File: config.mk
export PLATFORM = sky130hd
export DESIGN_NAME = wb_stage
export DESIGN_NICKNAME = d
export VERILOG_FILES = /design/src/design/pipe_pkg.sv /design/src/design/wb_stage.sv
export VERILOG_INCLUDE_DIRS = /design/src /design/src/design
export SDC_FILE = /design/constraint.sdc
export NUM_CORES = 1
export LEC_CHECK = 0
export ABC_AREA = 0
export BUFFER_PORTS_ARGS = -buffer_cell sky130_fd_sc_hd__buf_2
export CAP_MARGIN = 20
export CORE_ASPECT_RATIO = 0.5
export CORE_MARGIN = 2
export CORE_UTILIZATION = 45
export DETAILED_ROUTE_END_ITERATION = 10
export PLACE_DENSITY = 0.91
export SETUP_SLACK_MARGIN = 0.05
export SLEW_MARGIN = 10
export SYNTH_ARGS = -nofsm -noshare
export SYNTH_HDL_FRONTEND = slang
export SYNTH_SLANG_ARGS = --single-unit
File: constraint.sdc
create_clock -name clk -period 3.9 [get_ports clk]
set_clock_uncertainty 0.05 [all_clocks]
set_input_delay 0.585 -clock clk [delete_from_list [all_inputs] [get_ports clk]]
set_output_delay 0.585 -clock clk [all_outputs]
set_load 0.01 [all_outputs]
File: src/design/lsu_macros.svh
`ifndef LSU_MACROS_SVH
`define LSU_MACROS_SVH

// datapath and address width
`define LSU_DATA_W 32

// data memory depth in words
`define LSU_MEM_WORDS 256

// cycles from request acceptance to data_ok
`define LSU_MEM_LAT 2

`endif

File: src/design/pipe_pkg.sv
`default_nettype none

package pipe_pkg;

    //////////////////////////////////////////////////
    // memory operation carried down the pipe
    //////////////////////////////////////////////////
    typedef enum logic [3:0] {
        OP_NONE = 4'd0,
        OP_LB   = 4'd1,
        OP_LBU  = 4'd2,
        OP_LH   = 4'd3,
        OP_LHU  = 4'd4,
        OP_LW   = 4'd5,
        OP_SB   = 4'd6,
        OP_SH   = 4'd7,
        OP_SW   = 4'd8
    } mem_op_t;

    // exception codes, ALE is address misaligned
    typedef enum logic [5:0] {
        ECODE_NONE = 6'h00,
        ECODE_ALE  = 6'h09
    } ecode_t;

    function automatic logic is_load(mem_op_t op);
        return op inside {OP_LB, OP_LBU, OP_LH, OP_LHU, OP_LW};
    endfunction

    function automatic logic is_store(mem_op_t op);
        return op inside {OP_SB, OP_SH, OP_SW};
    endfunction

endpackage

`default_nettype wire

File: src/design/wb_stage.sv
`include "lsu_macros.svh"
`default_nettype none

module wb_stage (
    input  wire                      clk,
    input  wire                      rst,
    input  wire                      ex_flush,
    input  wire                      in_valid,
    output logic                     in_ready,
    input  wire [`LSU_DATA_W-1:0]    in_pc,
    input  wire pipe_pkg::mem_op_t   in_op,
    input  wire [1:0]                in_byte_off,
    input  wire [4:0]                in_dest,
    input  wire [`LSU_DATA_W-1:0]    in_result,
    input  wire                      in_gr_we,
    input  wire pipe_pkg::ecode_t    in_ecode,
    output logic                     retire_valid,
    input  wire                      retire_ready,
    output logic [`LSU_DATA_W-1:0]   retire_pc,
    output logic                     retire_we,
    output logic [4:0]               retire_dest,
    output logic [`LSU_DATA_W-1:0]   retire_wdata,
    output pipe_pkg::ecode_t         retire_ecode
);
    import pipe_pkg::*;

    logic [7:0]             byte_lane;
    logic [15:0]            half_lane;
    logic [`LSU_DATA_W-1:0] wb_value;

    // lane select then extend
    always_comb begin
        byte_lane = in_result[{in_byte_off, 3'b000} +: 8];
        half_lane = in_byte_off[1] ? in_result[31:16] : in_result[15:0];
        case (in_op)
            OP_LB:   wb_value = {{(`LSU_DATA_W-8){byte_lane[7]}}, byte_lane};
            OP_LBU:  wb_value = {{(`LSU_DATA_W-8){1'b0}}, byte_lane};
            OP_LH:   wb_value = {{(`LSU_DATA_W-16){half_lane[15]}}, half_lane};
            OP_LHU:  wb_value = {{(`LSU_DATA_W-16){1'b0}}, half_lane};
            default: wb_value = in_result;
        endcase
    end

    assign in_ready = !retire_valid || retire_ready;

    always_ff @(posedge clk) begin
        if (rst || ex_flush) begin
            retire_valid <= 1'b0;
        end else if (in_ready) begin
            retire_valid <= in_valid;
        end
    end

    always_ff @(posedge clk) begin
        if (in_valid && in_ready) begin
            retire_pc    <= in_pc;
            retire_dest  <= in_dest;
            retire_wdata <= wb_value;
            retire_ecode <= in_ecode;
            // no register write for stores or faults
            retire_we    <= in_gr_we && !is_store(in_op) && (in_ecode == ECODE_NONE);
        end
    end

endmodule

`default_nettype wire

==> results_dict.tcl <==
set metrics [dict create \
    fp.coreArea_um2 6700 \
    tritoncts_clock_tree "done" \
    clock_sinks 77 \
    die-area_um2 7640 \
    worst_ep_required_time_ns 4.03 \
    floorplan.io_pins 165 \
    cts.repair_timing.setup_buffer_count 0 \
    synth-seq-cells 77 \
    fin_tns_setup_ns 0 \
    final-seq-area_um2 2300 \
    r2r_startpoint "retire_valid" \
    worstPathMaxFanout 16 \
    place.detailed.hpwl_um 5670 \
    detail_route.first_pass.iterations 5 \
    ys.flop_type "sky130_fd_sc_hd__edfxtp_1" \
    multi_input_comb_area_um2 736 \
    netlist_area_um2 3110 \
    synth.distinct_cells 37 \
    clock_latency_at_the_later_pin_of_the_worst_skew_pair_ns 0.32 \
    vdd.ir_drop.worst_mv 0.227 \
    cellPowerDensity_nw_per_um2 485 \
    pin_count_of_the_biggest_net_entering_global_routing 77 \
    met3_length_um 592 \
    die_x_um 122 \
    async_reset_ff_frac 0 \
    globalRouteTotalUtil 0.217 \
    routed_via_density 5.30 \
    timing.max_cap.violations 0 \
    whs_path_depth 2 \
    critPathKind "in -> reg" \
    post-layout-total-power_mw 2.08 \
    grt_pass1_wl_um 12400 \
    synthToLayoutAreaGrowth_pct 38.1 \
    number_of_enable_flip_flop_cells_after_synthesis 76 \
    fill_cell_total_of_the_finished_layout 480 \
    cts-root-buf "sky130_fd_sc_hd__clkbuf_16" \
    cts-resized-gates 0 \
    mean_instance_size_in_the_synthesized_netlist_um2 16.6 \
    cts_hold_repair.buffers 0 \
    die-height_um 62.8 \
    min_from "ex_flush" \
    reg2reg_setup_slack_ns 2.21 \
    setup-violations-final 0 \
    grt-ovfl-total 0 \
    maximum_buffer_depth_of_the_clock_tree 2 \
    start_util 0.464 \
    rsz0062_at_grt "false" \
    worst_pin_slew_ns 1.03 \
    syn-num-nets 274 \
    reg2regPathDepth 2 \
    detail_route.iter0.violations 358 \
    net_count_final 439 \
    totalWireLength_um 8160 \
    status "finished clean" \
    start_kind "input pin" \
    hold-path-endpoint "retire_valid" \
    numCtsBuffers 9 \
    fraction_of_layout_cells_with_a_size_suffix_above_1 0.525 \
    wl_met1_um 3000 \
    synth_sequential_area_ratio 0.740 \
    grt_pass1_vias 2318 \
    reg2reg_capture_point "retire_wdata[31]" \
    cellLeakagePower_nw 1.90 \
    synthesis.yosys.warnings 0 \
    drc 0 \
    critPathArrivalTime_ns 2.44 \
    cts_htree_levels 3 \
    diodes 0 \
    antenna_violations_before_repair 0 \
    max_slew_margin 0.316 \
    hold_viol 0 \
    port_buffers 164 \
    highest-signal-layer "met4" \
    clkSlewWorstSetupHoldPaths_ns 0.06 \
    endpoint_kind "flip-flop" \
    finalWorstPathRequiredPeriod_ns 2.31 \
    wl_met2_um 4280 \
    slew_violations 0 \
    ant_nets 0 \
    post-route-period-util 0.592 \
    worstHoldPathType "in -> reg" \
    place_congestion 0.846 \
    num_rows 21 \
    routed-via-count 2374 \
    route.detailed.wl_per_inst_um 18.2 \
    achievable-frequency_mhz 433 \
    syn_inst 187 \
]
==> area by class of cell <==
class | instances | area share
Clock inverter | 6 | 0.0183
Timing Repair Buffer | 164 | 0.191
Sequential cell | 77 | 0.536
Tap cell | 92 | 0.0268
Clock buffer | 9 | 0.0524
Multi-Input combinational cell | 95 | 0.171
Inverter | 5 | 0.00437
==> per-stage QoR <==
step	instance area (um^2)	cells	hold slack [ns]	setup slack (ns)	util
CTS	4300	448	0.360	1.65	0.641
detailed placement	3990	433	0.491	1.36	0.596
floorplan	3110	187	0.552	0.832	-
global placement	3990	433	0.472	1.39	0.596
global route	4300	448	0.375	1.48	0.641
finish	4300	448	0.369	1.59	0.641
==> critical path, cell delays in order <==
cell and delay, ns:
sky130_fd_sc_hd__buf_2 0.35, sky130_fd_sc_hd__mux4_2 0.35, sky130_fd_sc_hd__nor2_2 0.05, sky130_fd_sc_hd__a2111oi_4 0.93, sky130_fd_sc_hd__a21o_1 0.17
==> registers in the layout (all words and copies together) (netlist names) <==
name	count
retire_pc	32
retire_we	1
retire_dest	5
retire_wdata	32
retire_ecode	6
retire_valid	1
==> synth_stat cells (all sizes together) (2+ instances only) <==
cell      n  area (um^2)
mux2i     8         80.1
nand2b    2         12.5
a221o     7         70.1
o21ai    10         50.0
inv       5         18.8
a2bb2oi   8         70.1
nand3b    2         15.0
a21oi     5         28.8
buf       6         42.5
nor2     11         46.3
nand3     3         15.0
nand2     2         7.51
nor3      2         10.0
or3b      2         17.5
edfxtp   76         2280
nor2b     2         12.5
a21o     16          120
clkbuf    4         15.0
a2111oi   2         55.1
==> kinds of logic after synthesis <==
| kind of cell | Yosys count | synth area share |
|---|---|---|
| flip-flops | 77 | 0.740 |
| AND/OR/NAND/NOR | 28 | 0.0487 |
| XOR/XNOR | 1 | 0.00282 |
| buffers and inverters | 15 | 0.0245 |
| AO/OA/AOI/OAI | 56 | 0.148 |
| multiplexers | 10 | 0.0366 |
==> report_power, final <==
| group | internal [mW] | switching, mW |
|---|---|---|
| Clock | 0.550 | 0.298 |
| Combinational | 0.104 | 0.139 |
| Sequential | 0.979 | 0.0139 |
| Total | 1.63 | 0.451 |
==> worst max path at each step <==
| stage | start | endpoint | slack [ns] | cells after the start |
|---|---|---|---|---|
| 6_report | in_byte_off[1] | retire_wdata[24] | 1.59 | 5 |
| 5_1_grt | in_byte_off[1] | retire_wdata[24] | 1.48 | 5 |
| 4_1_cts | in_byte_off[1] | retire_wdata[24] | 1.65 | 5 |
| 3_5_place_dp | in_byte_off[1] | retire_wdata[24] | 1.36 | 5 |
| 3_3_place_gp | in_byte_off[1] | retire_wdata[27] | 1.39 | 5 |
| 2_1_floorplan | retire_ready | retire_dest[0] | 0.83 | 2 |
==> layer usage <==
metal  up-vias  GRT usage
met5         -          0
met4         0      0.116
li1       1077          -
met1      1134      0.244
met2       138      0.380
met3        25     0.0557
==> placed cells by master, fill, tap and decap left out, types with 3 or more instances in the layout <==
| master | n |
|---|---|
| sky130_fd_sc_hd__a21o_1 | 16 |
| sky130_fd_sc_hd__a21oi_1 | 4 |
| sky130_fd_sc_hd__a221o_1 | 7 |
| sky130_fd_sc_hd__a2bb2oi_1 | 8 |
| sky130_fd_sc_hd__buf_2 | 164 |
| sky130_fd_sc_hd__clkbuf_16 | 9 |
| sky130_fd_sc_hd__clkinv_2 | 3 |
| sky130_fd_sc_hd__edfxtp_1 | 76 |
| sky130_fd_sc_hd__inv_1 | 5 |
| sky130_fd_sc_hd__mux2i_1 | 8 |
| sky130_fd_sc_hd__nand3_1 | 3 |
| sky130_fd_sc_hd__nor2_1 | 9 |
| sky130_fd_sc_hd__o21ai_0 | 9 |
(Power assumes the default switching activity.)
