### config.mk
export PLATFORM = sky130hd
export DESIGN_NAME = mem_req_stage
export DESIGN_NICKNAME = d
export VERILOG_FILES = /design/src/design/pipe_pkg.sv /design/src/design/bus_pkg.sv /design/src/design/mem_req_stage.sv
export VERILOG_INCLUDE_DIRS = /design/src /design/src/design
export SDC_FILE = /design/constraint.sdc
export NUM_CORES = 1
export LEC_CHECK = 0
export BUFFER_PORTS_ARGS = -buffer_cell sky130_fd_sc_hd__buf_2
export CAP_MARGIN = 20
export CORE_AREA = 2 2 116 118
export DETAILED_ROUTE_END_ITERATION = 8
export DIE_AREA = 0 0 118 120
export SLEW_MARGIN = 20
export SYNTH_ARGS = -nofsm -noshare
export SYNTH_HDL_FRONTEND = slang
export SYNTH_SLANG_ARGS = --single-unit
### constraint.sdc
create_clock -name clk -period 5.8 [get_ports clk]
set_input_delay 0.29 -clock clk [delete_from_list [all_inputs] [get_ports clk]]
set_output_delay 0.29 -clock clk [all_outputs]
set_load 0.05 [all_outputs]
### src/design/lsu_macros.svh
`ifndef LSU_MACROS_SVH
`define LSU_MACROS_SVH

// datapath and address width
`define LSU_DATA_W 32

// data memory depth in words
`define LSU_MEM_WORDS 256

// cycles from request acceptance to data_ok
`define LSU_MEM_LAT 2

`endif

### src/design/pipe_pkg.sv
`default_nettype none

package pipe_pkg;

    //////////////////////////////////////////////////
    // memory operation carried down the pipe
    //////////////////////////////////////////////////
    typedef enum logic [3:0] {
        OP_NONE = 4'd0,
        OP_LB   = 4'd1,
        OP_LBU  = 4'd2,
        OP_LH   = 4'd3,
        OP_LHU  = 4'd4,
        OP_LW   = 4'd5,
        OP_SB   = 4'd6,
        OP_SH   = 4'd7,
        OP_SW   = 4'd8
    } mem_op_t;

    // exception codes, ALE is address misaligned
    typedef enum logic [5:0] {
        ECODE_NONE = 6'h00,
        ECODE_ALE  = 6'h09
    } ecode_t;

    function automatic logic is_load(mem_op_t op);
        return op inside {OP_LB, OP_LBU, OP_LH, OP_LHU, OP_LW};
    endfunction

    function automatic logic is_store(mem_op_t op);
        return op inside {OP_SB, OP_SH, OP_SW};
    endfunction

endpackage

`default_nettype wire

### src/design/bus_pkg.sv
`include "lsu_macros.svh"
`default_nettype none

package bus_pkg;

    // who owns a request in flight on the shared memory
    typedef enum logic {
        OWNER_DATA  = 1'b0,
        OWNER_FETCH = 1'b1
    } bus_owner_t;

    // one enable per byte lane
    typedef logic [`LSU_DATA_W/8-1:0] wstrb_t;

endpackage

`default_nettype wire

### src/design/mem_req_stage.sv
`include "lsu_macros.svh"
`default_nettype none

module mem_req_stage (
    input  wire                      clk,
    input  wire                      rst,
    input  wire                      ex_flush,
    input  wire                      in_valid,
    output logic                     in_ready,
    input  wire [`LSU_DATA_W-1:0]    in_pc,
    input  wire pipe_pkg::mem_op_t   in_op,
    input  wire [`LSU_DATA_W-1:0]    in_addr,
    input  wire [`LSU_DATA_W-1:0]    in_wdata,
    input  wire [4:0]                in_dest,
    input  wire [`LSU_DATA_W-1:0]    in_alu_result,
    input  wire                      in_gr_we,
    output logic                     out_valid,
    input  wire                      out_ready,
    output logic [`LSU_DATA_W-1:0]   out_pc,
    output pipe_pkg::mem_op_t        out_op,
    output logic [1:0]               out_byte_off,
    output logic [4:0]               out_dest,
    output logic [`LSU_DATA_W-1:0]   out_alu_result,
    output logic                     out_gr_we,
    output logic                     out_wait_mem,
    output pipe_pkg::ecode_t         out_ecode,
    output logic                     req,
    output logic                     wr,
    output logic [`LSU_DATA_W-1:0]   addr,
    output bus_pkg::wstrb_t          wstrb,
    output logic [`LSU_DATA_W-1:0]   wdata,
    input  wire                      addr_ok
);
    import pipe_pkg::*;
    import bus_pkg::*;

    logic misaligned;
    logic needs_mem;
    logic ready_go;
    logic fire;

    always_comb begin
        case (in_op)
            OP_LH, OP_LHU, OP_SH: misaligned = in_addr[0];
            OP_LW, OP_SW:         misaligned = |in_addr[1:0];
            default:              misaligned = 1'b0;
        endcase
    end

    // faulting and non-memory ops go through without touching the bus
    assign needs_mem = in_valid && (is_load(in_op) || is_store(in_op)) && !misaligned;

    // only ask when the next stage can take the instruction on the grant
    assign req      = needs_mem && out_ready && !ex_flush;
    assign ready_go = !needs_mem || (req && addr_ok);
    assign in_ready = !in_valid || ex_flush || (ready_go && out_ready);
    assign fire     = in_valid && ready_go && out_ready && !ex_flush;

    assign wr   = is_store(in_op);
    assign addr = in_addr;

    // lane strobes and store data replicated across lanes
    always_comb begin
        wstrb = '0;
        wdata = in_wdata;
        case (in_op)
            OP_SB: begin
                wstrb = wstrb_t'(1) << in_addr[1:0];
                wdata = {(`LSU_DATA_W/8){in_wdata[7:0]}};
            end
            OP_SH: begin
                wstrb = in_addr[1] ? 4'b1100 : 4'b0011;
                wdata = {(`LSU_DATA_W/16){in_wdata[15:0]}};
            end
            OP_SW: wstrb = '1;
            default: wstrb = '0;
        endcase
    end

    always_ff @(posedge clk) begin
        if (rst || ex_flush) begin
            out_valid <= 1'b0;
        end else if (out_ready) begin
            out_valid <= fire;
        end
    end

    always_ff @(posedge clk) begin
        if (fire) begin
            out_pc         <= in_pc;
            out_op         <= in_op;
            out_byte_off   <= in_addr[1:0];
            out_dest       <= in_dest;
            out_alu_result <= in_alu_result;
            out_gr_we      <= in_gr_we;
            out_wait_mem   <= needs_mem;
            out_ecode      <= misaligned ? ECODE_ALE : ECODE_NONE;
        end
    end

    // a request waiting for its grant must not change under the arbiter
    assert property (@(posedge clk) disable iff (rst || ex_flush)
        req && !addr_ok |=> $stable(addr) && $stable(wr) && $stable(wdata))
        else $error("mem_req_stage: request changed before addr_ok");

endmodule

`default_nettype wire

==> impl_metrics.tcl, run 1 <==
set metrics [dict create \
    status "finished, final reports clean" \
    die_w_um 118 \
    cts_resized 0 \
    cpPeakStageDelay_ns 0.68 \
    regToRegStartpoint "out_valid" \
    dp.cells 575 \
    grt_max_degree 79 \
    drive_above_1_share_pct 64.7 \
    worst_slack_ns 3.41 \
    die_area_sq_mm 0.0142 \
    hpwl_um 7870 \
    register_area_sq_mm 0.00236 \
    pre_cts_ws_ns 3.12 \
    fin_crit_sh_pct 41.2 \
    max-slew-margin-rel_pct 36.5 \
    synth_top_cells_by_area "edfxtp_1 (71%), buf_4 (10%), mux2_2 (5.4%)" \
    hold_end "out_alu_result[18]" \
    place_area_sq_mm 0.00436 \
    crit_type "in -> out" \
    worst_slew_pin_slew_ns 0.952 \
    synth_area_sq_mm 0.00331 \
    max_freq_mhz 419 \
    die_y_um 120 \
    synth.top_cell.area_share_pct 70.7 \
    seq_area_frac_synth_pct 71.4 \
    wl_per_cell_um 16.4 \
    syn_to_final_growth_pct 39.5 \
    first_pass_iters 4 \
    clockRootBuffer "clkbuf_16" \
    swShare_pct 29.5 \
    critPathSlowestCell "or4b_1" \
    synth_cell_types 31 \
    rsz0062_at_grt "false" \
    finalSetupViolCount 0 \
    cts.sinks 79 \
    cp_common_cell "buf_2" \
    fin_area_sq_mm 0.00462 \
    r2r_setup_slack_ns 5.15 \
    fin_skew_ns 0 \
    holdCritPathClass "in -> reg" \
    finalSetupTns_ns 0 \
    finalMaxSlewViolations 0 \
    min_delay_path_depth 1 \
    cts_tree "done" \
    cp_max_fo 17 \
    async_reset_ff_share_pct 0 \
    hold_start "in_alu_result[18]" \
    reg2regPathDepth 2 \
    cts_buffers 9 \
    required_ns 5.51 \
    synth-main-ff-cell "edfxtp_1" \
    powerDensity_mw_per_mm2 312 \
    grt_pass1_vias 2358 \
    synthCells 212 \
    hold_viol 0 \
    yosysWarnings 0 \
    dr.first_iter.drc_count 211 \
    multi_input_area_sq_um 586 \
    rr_endpoint "out_valid" \
    fill_cells 1285 \
    grt_pass1_wl_um 13400 \
    core_region_area_sq_mm 0.0130 \
    ios 299 \
    h-tree-depth 3 \
    antenna_found_initial 0 \
    clk_pin_slew_worst_paths_ns 0.06 \
    path_cells "buf_2 > or4b_1 > o32a_4 > a21oi_2 > o21ai_1 > buf_2" \
    power_switching_uw 424 \
    clock_path_buffers 2 \
    start_util_pct 25.5 \
    stdcell_count 590 \
    intPower_mw 1.02 \
    port_buffers 234 \
    cellLeakagePower_nw 2.04 \
    cts_hold_buf 0 \
    gp_congestion 0.814 \
    crit_arrival_ns 2.10 \
    cp-start-kind "input port" \
    ant_nets 0 \
    pwr-share-clk_pct 33.1 \
    critPathCaptureType "output pin" \
    avgViaCountPerCell 4.15 \
    fin_nets 554 \
    post_cts_buffers 0 \
    syn_area_per_cell_sq_um 15.6 \
    layout_min_cycle_time_ns 2.39 \
    fp-row-count 42 \
    ir_drop_uv 109 \
    n_antenna_cell 0 \
    grt.overflow.total 0 \
    p_comb_share_pct 20.7 \
    vias 2446 \
    maxCapViolCount 0 \
    grt_usage_pct 12.8 \
    power_frac_seq_pct 46.2 \
    synth_area_leader_cell "edfxtp_1" \
    insertion_delay_ns 0.32 \
    drt_wl_total_um 9670 \
    synth_edf_count 78 \
    drc 0 \
    synth-seq-cells 79 \
    post-route-util_pct 35.6 \
]
## final cells by class
type | count | area share [%]
Clock buffer | 11 | 5.04
Multi-Input combinational cell | 82 | 12.7
Sequential cell | 79 | 51.2
Tap cell | 176 | 4.77
Clock inverter | 4 | 0.515
Timing Repair Buffer | 236 | 25.7
Inverter | 2 | 0.163
## flip-flops by register name, summed over array words and instances (netlist names)
signal          count
out_op              4
out_byte_off        2
out_gr_we           1
out_pc             32
out_wait_mem        1
out_valid           1
out_ecode           1
out_dest            5
out_alu_result     32
## worst max-delay path, delay by kind of cell
family	cells	cell delay, ns
AND/OR/NAND/NOR	1	0.68
AO/OA/AOI/OAI	3	0.66
buffers and inverters	2	0.44
## how the worst max path moves through the flow
stage,start,end,slack [ns],depth (start not counted)
2_1_floorplan,in_addr[0],out_alu_result[0],0.99,5
3_3_place_gp,in_op[0],out_pc[15],3.16,6
3_5_place_dp,in_op[0],out_pc[15],3.12,6
4_1_cts,in_op[0],in_ready,3.41,6
5_1_grt,in_op[0],out_alu_result[25],3.31,6
6_report,in_op[0],in_ready,3.41,6
## cell families after synthesis
kind of cell / synth area share (%)
DFF: 71.4
buffers and inverters: 11.5
and+or+nand+nor: 3.97
AOI/OAI and AO/OA: 5.18
muxes: 7.86
other: 0.113
## power by group through the flow
stage	clock [mW]	sequential [mW]	combinational (mW)
6_report	0.477	0.666	0.298
5_1_grt	0.523	0.668	0.310
4_1_cts	0.501	0.667	0.301
3_5_place_dp	0	0.678	0.300
3_3_place_gp	0	0.678	0.298
2_1_floorplan	0	0.774	0.172
## cells in the final DEF, fill, tap and decap left out, types with 2 or more instances in the layout
master      instances
clkbuf_1            2
conb_1              4
nor2_1              2
clkinvlp_4          2
mux2i_1             8
buf_2             234
edfxtp_1           78
nand2b_1            2
nor2b_1             2
nand2_1            16
inv_1               2
mux2_2             16
o21ai_0            15
clkbuf_16           9
buf_4               2
## per-layer routing
layer | GRT usage (%) | routed length [um] | vias up
met1 | 13.0 | 3370 | 1151
met2 | 23.5 | 5230 | 137
met3 | 3.85 | 820 | 34
met4 | 7.30 | 246 | 0
li1 | - | - | 1124
met5 | 0 | 0 | -
## metrics by stage
step | power (mW) | hold WS [ns]
floorplan | 0.946 | 0.389
global placement | 0.976 | 0.468
detailed placement | 0.979 | 0.468
CTS | 1.47 | 0.119
global route | 1.50 | 0.121
finish | 1.44 | 0.138
## Yosys cell counts (2+ instances only)
cell and number:
edfxtp_1 78, nor2b_1 2, clkbuf_1 4, nor2_1 3, mux2_2 16, buf_2 2
inv_1 2, nand2b_1 2, mux2i_1 8, nand2_1 16, o21ai_0 15, buf_4 45
Note: power is estimated with default switching activity, not from simulation.
==> inputs of run 2 (changes only) <==
==> constraint.sdc (replaced) <==
create_clock -name clk -period 2.3 [get_ports clk]
set_input_delay 0.115 -clock clk [delete_from_list [all_inputs] [get_ports clk]]
set_output_delay 0.115 -clock clk [all_outputs]
set_load 0.05 [all_outputs]
==> impl_metrics.tcl, run 2 (synthesis gave the netlist of run 1 again) <==
set metrics [dict create \
    status "finished, final reports clean" \
    crit_buf_inv 2 \
    min_delay_path_depth 3 \
    port_buffers 234 \
    layout_min_cycle_time_ns 1.80 \
    drive_above_1_share_pct 56.3 \
    regToRegStartpoint "out_valid" \
    crit_arrival_ns 1.69 \
    fill_cells 1203 \
    multi_input_area_sq_um 586 \
    vias 2713 \
    ant_nets 0 \
    clockRootBuffer "clkbuf_16" \
    worst_slew_pin_slew_ns 0.672 \
    core_region_area_sq_mm 0.0130 \
    n_antenna_cell 0 \
    cts_tree "done" \
    ir_drop_uv 323 \
    reg2regPathDepth 2 \
    cp_max_fo 10 \
    maxCapViolCount 0 \
    finalMaxSlewViolations 0 \
    cpPeakStageDelay_ns 0.56 \
    crit_type "in -> out" \
    largestRegisters "out_alu_result (32), out_pc (32), out_dest (5)" \
    cts_buffers 9 \
    critPathSlowestCell "or4b_1" \
    die_w_um 118 \
    required_ns 2.18 \
    max-slew-margin-rel_pct 55.1 \
    gp_congestion 0.786 \
    drc 0 \
    layout_commonest_cell "buf_2" \
    r2r_setup_slack_ns 1.64 \
    grt_pass1_vias 2768 \
    hold_viol 0 \
    die_y_um 120 \
    rr_endpoint "out_valid" \
    max_freq_mhz 555 \
    hold_start "addr_ok" \
    holdCritPathClass "in -> reg" \
    wl_per_cell_um 16.9 \
    fin_nets 629 \
    post_cts_buffers 0 \
    hold_end "out_valid" \
    fin_crit_sh_pct 78.4 \
    dr.first_iter.drc_count 166 \
    grt_max_degree 35 \
    hpwl_um 8300 \
    rsz0062_at_grt "false" \
    stdcell_count 666 \
    antenna_found_initial 0 \
    path_cells "buf_2 > or4b_1 > o32a_4 > a21oi_2 > o21ai_1 > buf_2" \
    syn_to_final_growth_pct 64.1 \
    die_area_sq_mm 0.0142 \
    fin_skew_ns 0 \
    powerDensity_mw_per_mm2 743 \
    cp_top_family "compound AO/OA/AOI/OAI gates" \
    grt_usage_pct 15.2 \
    clock_path_buffers 2 \
    grt.overflow.total 0 \
    cp-start-kind "input port" \
    finalSetupViolCount 0 \
    ios 299 \
    grt_pass1_wl_um 15900 \
    first_pass_iters 4 \
    dp.cells 580 \
    register_area_sq_mm 0.00236 \
    finalSetupTns_ns 0 \
    cts.sinks 79 \
    final_cell_mix "buf_2 (234), edfxtp_1 (78), dlygate4sd3_1 (70)" \
    drt_wl_total_um 11300 \
    cellLeakagePower_nw 2.39 \
    clk_pin_slew_worst_paths_ns 0.06 \
    h-tree-depth 3 \
    insertion_delay_ns 0.32 \
    start_util_pct 25.5 \
    critPathCaptureType "output pin" \
    avgViaCountPerCell 4.07 \
    fp-row-count 42 \
    cp_common_cell "buf_2" \
]
[run 2: stage by stage]
stage / area (sq um) / power (mW) / util (%) / hold WS [ns] / worst slack [ns]
6_report: 5430 / 4.03 / 41.9 / 0.0407 / 0.497
5_1_grt: 5430 / 4.19 / 41.9 / 0.0385 / 0.414
4_1_cts: 5430 / 4.09 / 41.9 / 0.0173 / 0.485
3_5_place_dp: 4410 / 2.48 / 34.0 / 0.230 / 0.194
3_3_place_gp: 4410 / 2.47 / 34.0 / 0.230 / 0.248
2_1_floorplan: 3340 / 2.38 / - / 0.214 / 0.00495
[run 2: where the power goes]
part | internal (mW) | total, mW | leakage, nW | switching, mW
sequential | 1.66 | 1.68 | 0.720 | 0.0188
clock | 0.959 | 1.49 | 0.155 | 0.534
combinational | 0.266 | 0.862 | 1.52 | 0.596
[run 2: worst max path at each step]
stage,startpoint,endpoint,slack [ns],cells after the start
after floorplan,in_addr[0],out_alu_result[0],0.005,5
after global placement,in_addr[0],out_alu_result[11],0.25,6
after detailed placement,in_addr[0],out_alu_result[29],0.19,6
after CTS,in_op[0],in_ready,0.49,6
after global routing,in_op[1],in_ready,0.41,6
final,in_op[1],in_ready,0.50,6
[run 2: what timing repair did]
action | 4_1_cts | 5_1_grt
hold endpoints to repair | 70 | 0
resized for setup | 0 | 0
hold buffers | 70 | 0
[run 2: tightest hold or removal path, cell delays in order]
cell and delay [ns]:
buf_2 0.10, a32oi_1 0.06, nand2_1 0.06
[run 2: per-layer routing]
layer | global-route usage [%] | wire [um]
met5 | 0 | 0
met3 | 4.37 | 826
met4 | 7.38 | 301
met1 | 15.9 | 4010
met2 | 28.1 | 6130
[run 2: cell type report]
class / instances / share of cell area (%)
clock buffer: 10 / 4.21
clock inverter: 6 / 1.70
inverter: 2 / 0.138
multi-input combinational: 82 / 10.8
sequential: 79 / 43.5
tap: 176 / 4.05
timing repair buffer: 311 / 35.6
