**config.mk**
```make
export PLATFORM = sky130hd
export DESIGN_NAME = bus_arbiter
export DESIGN_NICKNAME = d
export VERILOG_FILES = /design/src/design/bus_pkg.sv /design/src/design/bus_arbiter.sv
export VERILOG_INCLUDE_DIRS = /design/src /design/src/design
export SDC_FILE = /design/constraint.sdc
export NUM_CORES = 1
export LEC_CHECK = 0
export BUFFER_PORTS_ARGS = -buffer_cell sky130_fd_sc_hd__buf_4
export CAP_MARGIN = 30
export CORE_AREA = 8 8 101 103
export DETAILED_ROUTE_END_ITERATION = 8
export DIE_AREA = 0 0 109 111
export MAX_ROUTING_LAYER = met4
export SLEW_MARGIN = 15
export SYNTH_ARGS = -nofsm -noshare
export SYNTH_HDL_FRONTEND = slang
export SYNTH_SLANG_ARGS = --single-unit
```
**constraint.sdc**
```tcl
create_clock -name clk -period 1.49 [get_ports clk]
set_input_delay 0.447 -clock clk [delete_from_list [all_inputs] [get_ports clk]]
set_output_delay 0.447 -clock clk [all_outputs]
set_load 0.02 [all_outputs]
```
**src/design/lsu_macros.svh**
```systemverilog
`ifndef LSU_MACROS_SVH
`define LSU_MACROS_SVH

// datapath and address width
`define LSU_DATA_W 32

// data memory depth in words
`define LSU_MEM_WORDS 256

// cycles from request acceptance to data_ok
`define LSU_MEM_LAT 2

`endif

```
**src/design/bus_pkg.sv**
```systemverilog
`include "lsu_macros.svh"
`default_nettype none

package bus_pkg;

    // who owns a request in flight on the shared memory
    typedef enum logic {
        OWNER_DATA  = 1'b0,
        OWNER_FETCH = 1'b1
    } bus_owner_t;

    // one enable per byte lane
    typedef logic [`LSU_DATA_W/8-1:0] wstrb_t;

endpackage

`default_nettype wire

```
**src/design/bus_arbiter.sv**
```systemverilog
`include "lsu_macros.svh"
`default_nettype none

module bus_arbiter (
    input  wire                      clk,
    input  wire                      rst,
    input  wire                      data_req,
    input  wire                      data_wr,
    input  wire [`LSU_DATA_W-1:0]    data_addr,
    input  wire bus_pkg::wstrb_t     data_wstrb,
    input  wire [`LSU_DATA_W-1:0]    data_wdata,
    output logic                     data_addr_ok,
    output logic                     data_data_ok,
    output logic [`LSU_DATA_W-1:0]   data_rdata,
    input  wire                      fetch_req,
    input  wire [`LSU_DATA_W-1:0]    fetch_addr,
    output logic                     fetch_addr_ok,
    output logic                     fetch_data_ok,
    output logic [`LSU_DATA_W-1:0]   fetch_rdata,
    output logic                     mem_req,
    output logic                     mem_wr,
    output logic [`LSU_DATA_W-1:0]   mem_addr,
    output bus_pkg::wstrb_t          mem_wstrb,
    output logic [`LSU_DATA_W-1:0]   mem_wdata,
    input  wire                      mem_addr_ok,
    input  wire                      mem_data_ok,
    input  wire [`LSU_DATA_W-1:0]    mem_rdata
);
    import bus_pkg::*;

    localparam int DEPTH = `LSU_MEM_LAT + 1;
    localparam int PTR_W = $clog2(DEPTH);

    bus_owner_t       owner_q [DEPTH];
    bus_owner_t       head;
    logic [PTR_W-1:0] wr_ptr;
    logic [PTR_W-1:0] rd_ptr;
    logic [PTR_W:0]   count;
    logic             push;
    logic             pop;

    function automatic logic [PTR_W-1:0] ptr_next(logic [PTR_W-1:0] p);
        return (p == PTR_W'(DEPTH - 1)) ? '0 : p + 1'b1;
    endfunction

    //////////////////////////////////////////////////
    // grant, data port first
    //////////////////////////////////////////////////
    assign data_addr_ok  = data_req && mem_addr_ok;
    assign fetch_addr_ok = fetch_req && !data_req && mem_addr_ok;

    assign mem_req   = data_req || fetch_req;
    assign mem_wr    = data_req && data_wr;
    assign mem_addr  = data_req ? data_addr : fetch_addr;
    assign mem_wstrb = data_req ? data_wstrb : '0;
    assign mem_wdata = data_wdata;

    //////////////////////////////////////////////////
    // response routing by owner order
    //////////////////////////////////////////////////
    assign push = mem_req && mem_addr_ok;
    assign pop  = mem_data_ok;
    assign head = owner_q[rd_ptr];

    assign data_data_ok  = pop && (head == OWNER_DATA);
    assign fetch_data_ok = pop && (head == OWNER_FETCH);
    assign data_rdata    = mem_rdata;
    assign fetch_rdata   = mem_rdata;

    always_ff @(posedge clk) begin
        if (rst) begin
            wr_ptr <= '0;
            rd_ptr <= '0;
            count  <= '0;
        end else begin
            if (push) begin
                wr_ptr <= ptr_next(wr_ptr);
            end
            if (pop) begin
                rd_ptr <= ptr_next(rd_ptr);
            end
            count <= count + (PTR_W+1)'(push) - (PTR_W+1)'(pop);
        end
    end

    always_ff @(posedge clk) begin
        if (push) begin
            owner_q[wr_ptr] <= data_req ? OWNER_DATA : OWNER_FETCH;
        end
    end

    assert property (@(posedge clk) disable iff (rst) push && !pop |-> count < DEPTH)
        else $error("bus_arbiter: owner FIFO overflow");
    assert property (@(posedge clk) disable iff (rst) pop |-> count != 0)
        else $error("bus_arbiter: data_ok with no owner queued");

endmodule

`default_nettype wire

```
==> results of run 1 <==
[final cells by class]
type                       count  area [um2]  area share, %
clock buffer                   4        45.0           1.93
sequential                     9         213           9.10
tap                          108         135           5.78
multi-input combinational     62         717           30.7
timing repair buffer         126        1210           51.8
inverter                       3        16.3          0.696
[power by group through the flow]
| stage | Sequential, mW | Clock, mW | Combinational, mW |
|---|---|---|---|
| floorplan | 0.282 | 0 | 0.676 |
| global placement | 0.283 | 0 | 0.607 |
| detailed placement | 0.284 | 0 | 0.615 |
| CTS | 0.281 | 0.289 | 0.736 |
| global route | 0.283 | 0.299 | 0.769 |
| finish | 0.282 | 0.275 | 0.727 |
[per-stage QoR]
step	hold slack (ns)	instances	total power [mW]	setup WS, ns
CTS	0.424	312	1.31	-0.127
detailed placement	0.487	304	0.899	-0.207
global route	0.428	312	1.35	-0.141
finish	0.419	312	1.28	-0.125
global placement	0.479	304	0.890	-0.196
floorplan	0.456	175	0.958	-0.0372
[layer usage]
| layer | share of wire, % | GRT usage (%) | vias up | wire [um] |
|---|---|---|---|---|
| met5 | 0 | - | - | 0 |
| met4 | 3.7 | 4.38 | 0 | 181 |
| met3 | 13 | 3.31 | 41 | 637 |
| met2 | 51 | 13.0 | 97 | 2490 |
| met1 | 32 | 6.55 | 526 | 1550 |
| li1 | - | - | 538 | - |
[cell usage in the layout, fill, tap and decap left out, types with 2 or more instances in the layout]
cell type                  count
sky130_fd_sc_hd__inv_1         2
sky130_fd_sc_hd__nor3b_1       2
sky130_fd_sc_hd__clkbuf_8      3
sky130_fd_sc_hd__mux2_4       33
sky130_fd_sc_hd__and2_1        2
sky130_fd_sc_hd__nand2b_1      3
sky130_fd_sc_hd__dfxtp_1       4
sky130_fd_sc_hd__buf_16        3
sky130_fd_sc_hd__and2_4        4
sky130_fd_sc_hd__dfxtp_2       2
sky130_fd_sc_hd__buf_6        40
sky130_fd_sc_hd__or3b_1        2
sky130_fd_sc_hd__nor2b_1       2
sky130_fd_sc_hd__edfxtp_1      3
sky130_fd_sc_hd__buf_4        77
sky130_fd_sc_hd__buf_8         4
sky130_fd_sc_hd__buf_12        2
sky130_fd_sc_hd__a21oi_1       2
sky130_fd_sc_hd__nor3_1        2
[worst paths after layout]
| path | from | to | slack [ns] | depth (start not counted) |
|---|---|---|---|---|
| setup / recovery | data_req | mem_addr[21] | -0.12 | 4 |
| hold reg to reg | rd_ptr[1]$_SDFFE_PP0P_ | flop | 0.48 | 2 |
| hold / removal | rst | flop | 0.42 | 2 |
| setup reg to reg | wr_ptr[1]$_SDFFE_PP0P_ | owner_q[2]$_DFFE_PP_ | 0.53 | 1 |
[logic make-up after synthesis]
family                 share of synthesized area [%]
and+or+nand+nor                                 8.69
muxes                                           25.4
AOI/OAI and AO/OA                               2.57
buffers and inverters                           49.8
DFF                                             13.5
[what timing repair did]
item	in CTS	in global routing
resized for setup	66	5
setup endpoints to repair	40	40
pin swaps	2	1
setup buffers	2	0
endpoints found under the hold margin	0	0
gates cloned	2	0
==> flow_summary.rst, run 1 <==
.. list-table::
   :header-rows: 1

   * - Metric
     - Value
   * - Status
     - complete, but fails checks
   * - Violated checks
     - setup timing
   * - DRC violation total after the first TritonRoute iteration
     - 10
   * - Share of flip-flops with an asynchronous set or reset
     - 0%
   * - Design internal power
     - 914 uW
   * - Pin count of the biggest net entering global routing
     - 8
   * - Cell Area, Placed
     - 1970 um2
   * - Total vias in the final route
     - 1,202
   * - Data required time of the critical path
     - 1.04 ns
   * - Max frequency
     - 619 MHz
   * - Number of max-cap violations
     - 0
   * - Critical path fanouts, max
     - 7
   * - Summed instance area of the synthesized netlist
     - 1560 um2
   * - Post-Synthesis Cells
     - 175
   * - Combinational share of power
     - 56.6%
   * - Port-buffer cells
     - 116
   * - Final wirelength
     - 4850 um
   * - Syn avg cell area
     - 8.89 um2
   * - Detailed Routing Iterations Pass 1
     - 2
   * - Hold bufs inserted after CTS
     - 0
   * - Number of setup violations in the final report
     - 39
   * - Cts bufs inserted
     - 3
   * - Nets
     - 344
   * - Sequential fraction of the synthesis area
     - 13.5%
   * - Unrepaired setup endpoints after global routing
     - true
   * - Crit path arrival time
     - 1.17 ns
   * - Total power per unit cell area
     - 549 nW/um2
   * - Peak supply drop
     - 0.000200 V
   * - Post-Layout Inst Area
     - 2340 um2
   * - Placement Rows
     - 34
   * - Die H
     - 111 um
   * - Area Overhead vs Synth
     - 50.3%
   * - Number of library cell types mapped by synthesis
     - 24
   * - Setup tns final
     - -3.88 ns
   * - Final max-slew violation count
     - 0
   * - Synth area leader
     - sky130_fd_sc_hd__buf_4
   * - Tightest Hold Check Type
     - input port to flop
   * - Antenna-violating nets left
     - 0
   * - DP HPWL
     - 4080 um
   * - Number of flops mapped to enable cells by yosys
     - 3
   * - Final core utilization
     - 27.3%
   * - Cell at the slowest stage of the critical path
     - sky130_fd_sc_hd__mux2_4
   * - Post-DR vias/cell
     - 3.85
   * - Number of antenna cells inserted
     - 0
   * - Antenna violations before repair
     - 0
   * - Leakage power
     - 1.16 nW
   * - Proportion of layout cells with a drive suffix above 1
     - 84.8%
   * - Worst Setup Slack, final
     - -0.125 ns
   * - Critical Path Start Type
     - input port
   * - Time the final worst path needs with I/O delays and setup
     - 1.61 ns
   * - Share of power burned in the clock network
     - 21.4%
   * - CTS max path bufs
     - 2
   * - Number of hold violations in the final report
     - 0
   * - Post-route DRC violation count
     - 0
   * - Least-Margin Pin Slew
     - 0.373 ns
   * - Synthesized netlist net count
     - 314
   * - Proportion of power drawn by flip-flops and latches
     - 22.0%
   * - Number of fillers in the final layout
     - 923
   * - Total die area
     - 12,100 um2
   * - Normalized max-slew margin
     - 74.9%
   * - Core box area
     - 8550 um2
   * - Most common cell in the synthesized netlist
     - sky130_fd_sc_hd__buf_4
   * - Starting Density
     - 18.2%
   * - Switch share
     - 28.8%
   * - Top cells by area in the synthesized netlist
     - sky130_fd_sc_hd__buf_4 (47%), sky130_fd_sc_hd__mux2_2 (23%), sky130_fd_sc_hd__dfxtp_1 (7.7%)
   * - Sinks on Clock Net
     - 9
   * - Post-route clock skew
     - 0.00166 ns
   * - Ordered cell list for the critical path
     - buf_16, buf_12, mux2_4, buf_6
   * - Count of yosys warnings during synthesis
     - 0
   * - Cell family with most CP delay
     - buffers and inverters
   * - Aggregate global-route resource usage
     - 7.53%
   * - Synthesis-stage register bit count
     - 9
   * - Final weighted congestion in routability-driven placement
     - 0.636
   * - Peak per-stage delay on the critical path
     - 0.30 ns
   * - Sum of overflow across all layers after global routing
     - 0
   * - CTS clock-pin slew for the worst setup and hold paths
     - 0.04 ns
   * - CTS H-Tree Depth
     - 1
   * - Sw Pwr
     - 369 uW
   * - Chip width
     - 109 um
   * - Category of the most critical setup path
     - input port to output port
   * - Worst-Skew Late Latency
     - 0.23 ns
   * - Vias in the first global route
     - 1,433
   * - Count of buffer and inverter cells on the critical path
     - 3
   * - Routed WL per cell
     - 15.5 um
   * - Root buffer cell
     - sky130_fd_sc_hd__clkbuf_8
   * - Number of placed I/O pins
     - 277
   * - Period utilization
     - 108%
   * - Post-synth top area share
     - 47.3%
   * - Clock tree from TritonCTS
     - done
   * - Global-route wire length before repair
     - 7090 um
   * - Most frequent cells after synthesis
     - sky130_fd_sc_hd__buf_4 (98), sky130_fd_sc_hd__mux2_2 (32), sky130_fd_sc_hd__and2_1 (6), sky130_fd_sc_hd__dfxtp_1 (6)
   * - Most used flip-flop cell after synthesis
     - sky130_fd_sc_hd__dfxtp_1
   * - Type of element capturing the critical path
     - output port
Note: power is estimated with default switching activity, not from simulation.
==> run 2: changes to the inputs <==
- CORE_AREA: 8 8 101 103 -> 4 4 105 107
==> run 2 against run 1 <==
Effect of this change:
- the run still ends with setup timing left
- combinational power about the same
- global-route usage shrank 0.12 points
- die area unchanged
- sequential power barely moved
- final cell count is 9.0% higher
- total power barely moved
- clock power down 2%
- via count down 3.7%
- count of clock-buffer cells in the layout unchanged
- critical path depth unchanged
- non-clock buffer count stayed put
- critical path type unchanged
- critical endpoint is now mem_addr[13]
- largest cell class unchanged
==> flow_summary.rst, run 2 (synthesis results as in run 1) <==
.. list-table::
   :header-rows: 1

   * - Metric
     - Value
   * - Status
     - complete, but fails checks
   * - Violated checks
     - setup timing
   * - Number of max-cap violations
     - 0 (unchanged)
   * - Proportion of layout cells with a drive suffix above 1
     - 82.8% (-2.0 points)
   * - Area Overhead vs Synth
     - 51.8%
   * - Design internal power
     - 910 uW (-0.41%)
   * - Hold bufs inserted after CTS
     - 0 (unchanged)
   * - Proportion of power drawn by flip-flops and latches
     - 22.0% (about the same)
   * - Global-route wire length before repair
     - 6760 um (-4.8%)
   * - Number of placed I/O pins
     - 277 (unchanged)
   * - Share of power burned in the clock network
     - 21.1% (-0.3 points)
   * - Commonest cells after routing, fill and taps aside
     - sky130_fd_sc_hd__buf_4 (82), sky130_fd_sc_hd__buf_6 (37), sky130_fd_sc_hd__mux2_4 (33), sky130_fd_sc_hd__and2_1 (6), sky130_fd_sc_hd__buf_16 (5)
   * - Total power per unit cell area
     - 543 nW/um2 (-1.1%)
   * - Nets
     - 344 (unchanged)
   * - Antenna violations before repair
     - 0 (unchanged)
   * - Core box area
     - 10,100 um2 (+19%)
   * - Max frequency
     - 611 MHz (-1.3%)
   * - Total die area
     - 12,100 um2 (unchanged)
   * - Category of the most critical setup path
     - input port to output port
   * - Unrepaired setup endpoints after global routing
     - true
   * - RR Endpoint
     - owner_q[1]$_DFFE_PP_
   * - Combinational share of power
     - 57.0% (+0.4 points)
   * - Data required time of the critical path
     - 1.04 ns (about the same)
   * - Die H
     - 111 um (unchanged)
   * - Cts bufs inserted
     - 3 (unchanged)
   * - Least-Margin Pin Slew
     - 0.306 ns (-0.0666 ns)
   * - Cell depth of the worst min-delay path
     - 2 (unchanged)
   * - Clock tree from TritonCTS
     - done
   * - Post-Layout Inst Area
     - 2360 um2 (+1.0%)
   * - Switch share
     - 29.0% (+0.24 points)
   * - Placement Rows
     - 37 (+8.8%)
   * - Pre-CTS setup slack
     - -0.259 ns (-0.0519 ns)
   * - Root buffer cell
     - sky130_fd_sc_hd__clkbuf_8
   * - Final wirelength
     - 4870 um (+0.52%)
   * - Number of hold violations in the final report
     - 0 (unchanged)
   * - Detailed Routing Iterations Pass 1
     - 4 (+2)
   * - Count of cells along the worst register-to-register path
     - 1 (unchanged)
   * - Startpoint of the lowest-slack hold path
     - rst
   * - Worst-Skew Late Latency
     - 0.23 ns (about the same)
   * - Sw Pwr
     - 372 uW (+0.74%)
   * - Peak supply drop
     - 0.000156 V (-22%)
   * - Routed WL per cell
     - 14.3 um (-7.8%)
   * - Final max-slew violation count
     - 0 (unchanged)
   * - Port-buffer cells
     - 116 (unchanged)
   * - Crit path arrival time
     - 1.19 ns (+0.02 ns)
   * - Total Power
     - 1.28 mW (about the same)
   * - Total vias in the final route
     - 1,158 (-3.7%)
   * - Type of element capturing the critical path
     - output port
   * - DRC violation total after the first TritonRoute iteration
     - 23 (+13)
   * - Number of fillers in the final layout
     - 1,071 (+16%)
   * - Post-DR vias/cell
     - 3.41 (-12%)
   * - Aggregate global-route resource usage
     - 7.41% (-0.12 points)
   * - DP HPWL
     - 3790 um (-7.2%)
   * - Antenna-violating nets left
     - 0 (unchanged)
   * - Tightest Hold Check Type
     - input port to flop
   * - Post-route clock skew
     - 0.00325 ns (+0.00159 ns)
   * - Leakage power
     - 1.16 nW (-0.37%)
   * - CTS H-Tree Depth
     - 1 (unchanged)
   * - Pin count of the biggest net entering global routing
     - 9 (+1)
   * - Starting Density
     - 15.3% (-2.8 points)
   * - Final weighted congestion in routability-driven placement
     - 0.664 (+4.3%)
   * - Flop-to-flop setup slack
     - 0.52 ns (about the same)
   * - Critical Path Start Type
     - input port
   * - Normalized max-slew margin
     - 79.4% (+4.5 points)
   * - Most common library cell in the layout ignoring fill and taps
     - sky130_fd_sc_hd__buf_4
   * - Cell Area, Placed
     - 1970 um2 (unchanged)
   * - Setup tns final
     - -4.27 ns (-0.389 ns)
   * - Number of antenna cells inserted
     - 0 (unchanged)
   * - Reg2Reg Launch Point
     - wr_ptr[0]$_SDFFE_PP0P_
   * - Sinks on Clock Net
     - 9 (unchanged)
   * - Time the final worst path needs with I/O delays and setup
     - 1.64 ns (+0.0214 ns)
   * - CTS max path bufs
     - 2 (unchanged)
   * - Chip width
     - 109 um (unchanged)
   * - Vias in the first global route
     - 1,318 (-8.0%)
   * - Period utilization
     - 110% (+1.4 points)
   * - Sum of overflow across all layers after global routing
     - 0 (unchanged)
   * - CTS clock-pin slew for the worst setup and hold paths
     - 0.04 ns (about the same)
   * - Final core utilization
     - 23.3% (-4.0 points)
   * - Post-route DRC violation count
     - 0 (unchanged)
   * - Critical path fanouts, max
     - 7 (unchanged)
   * - Worst Setup Slack, final
     - -0.146 ns (-0.0214 ns)
   * - Number of setup violations in the final report
     - 36 (-7.7%)
[run 2: changes by cell type in the layout (fill, tap and decap cells not counted)]
cell                     before  now
sky130_fd_sc_hd__and2_4       4    0
sky130_fd_sc_hd__and2_1       2    6
sky130_fd_sc_hd__buf_16       3    5
sky130_fd_sc_hd__buf_8        4    0
sky130_fd_sc_hd__buf_6       40   37
sky130_fd_sc_hd__buf_4       77   82
[run 2: layout make-up]
class | instances | area [um2] | share of cell area, %
repair buffers | 126 | 1210 | 51.2
well taps | 136 | 170 | 7.21
clock buffers | 4 | 45.0 | 1.91
multi-input cells | 62 | 707 | 29.9
inverters | 3 | 16.3 | 0.689
flip-flops and latches | 9 | 213 | 9.01
[run 2: worst max-delay path by stage]
| stage | endpoint | startpoint | depth (start not counted) | slack (ns) |
|---|---|---|---|---|
| floorplan | mem_addr[22] | data_req | 3 | -0.04 |
| global placement | mem_addr[20] | data_req | 4 | -0.24 |
| detailed placement | mem_addr[21] | data_req | 4 | -0.26 |
| CTS | mem_addr[13] | data_req | 4 | -0.16 |
| global route | mem_addr[13] | data_req | 4 | -0.17 |
| finish | mem_addr[13] | data_req | 4 | -0.15 |
[run 2: metal layers]
metal / part of all wire [%] / global-route usage [%] / up-vias / routed length (um)
met2: 53 / 13.2 / 74 / 2590
met3: 9.3 / 1.69 / 18 / 454
met1: 35 / 7.42 / 529 / 1680
met5: 0 / - / - / 0
met4: 3.0 / 3.70 / 0 / 145
li1: - / - / 537 / -
[run 2: through the flow]
stage	cells	hold WS, ns
6_report	340	0.436
5_1_grt	340	0.439
4_1_cts	340	0.433
3_5_place_dp	329	0.502
3_3_place_gp	329	0.477
2_1_floorplan	175	0.456
[run 2: repair_timing]
action                                  CTS  global route
resized for setup                        58             3
pin swaps                                 2             0
gates cloned                              4             0
endpoints found under the hold margin     0             0
endpoints found under the setup margin   42            38
buffers inserted                          3             0
[run 2: power groups by stage]
stage               Sequential (mW)  Combinational (mW)  Clock [mW]
floorplan                     0.282               0.676           0
global placement              0.283               0.596           0
detailed placement            0.284               0.606           0
CTS                           0.282               0.739       0.283
global route                  0.284               0.771       0.301
finish                        0.282               0.730       0.270
[run 2: critical path, stage by stage]
cell                     delay (ns)
sky130_fd_sc_hd__buf_16        0.14
sky130_fd_sc_hd__buf_12        0.15
sky130_fd_sc_hd__mux2_4        0.32
sky130_fd_sc_hd__buf_6         0.13
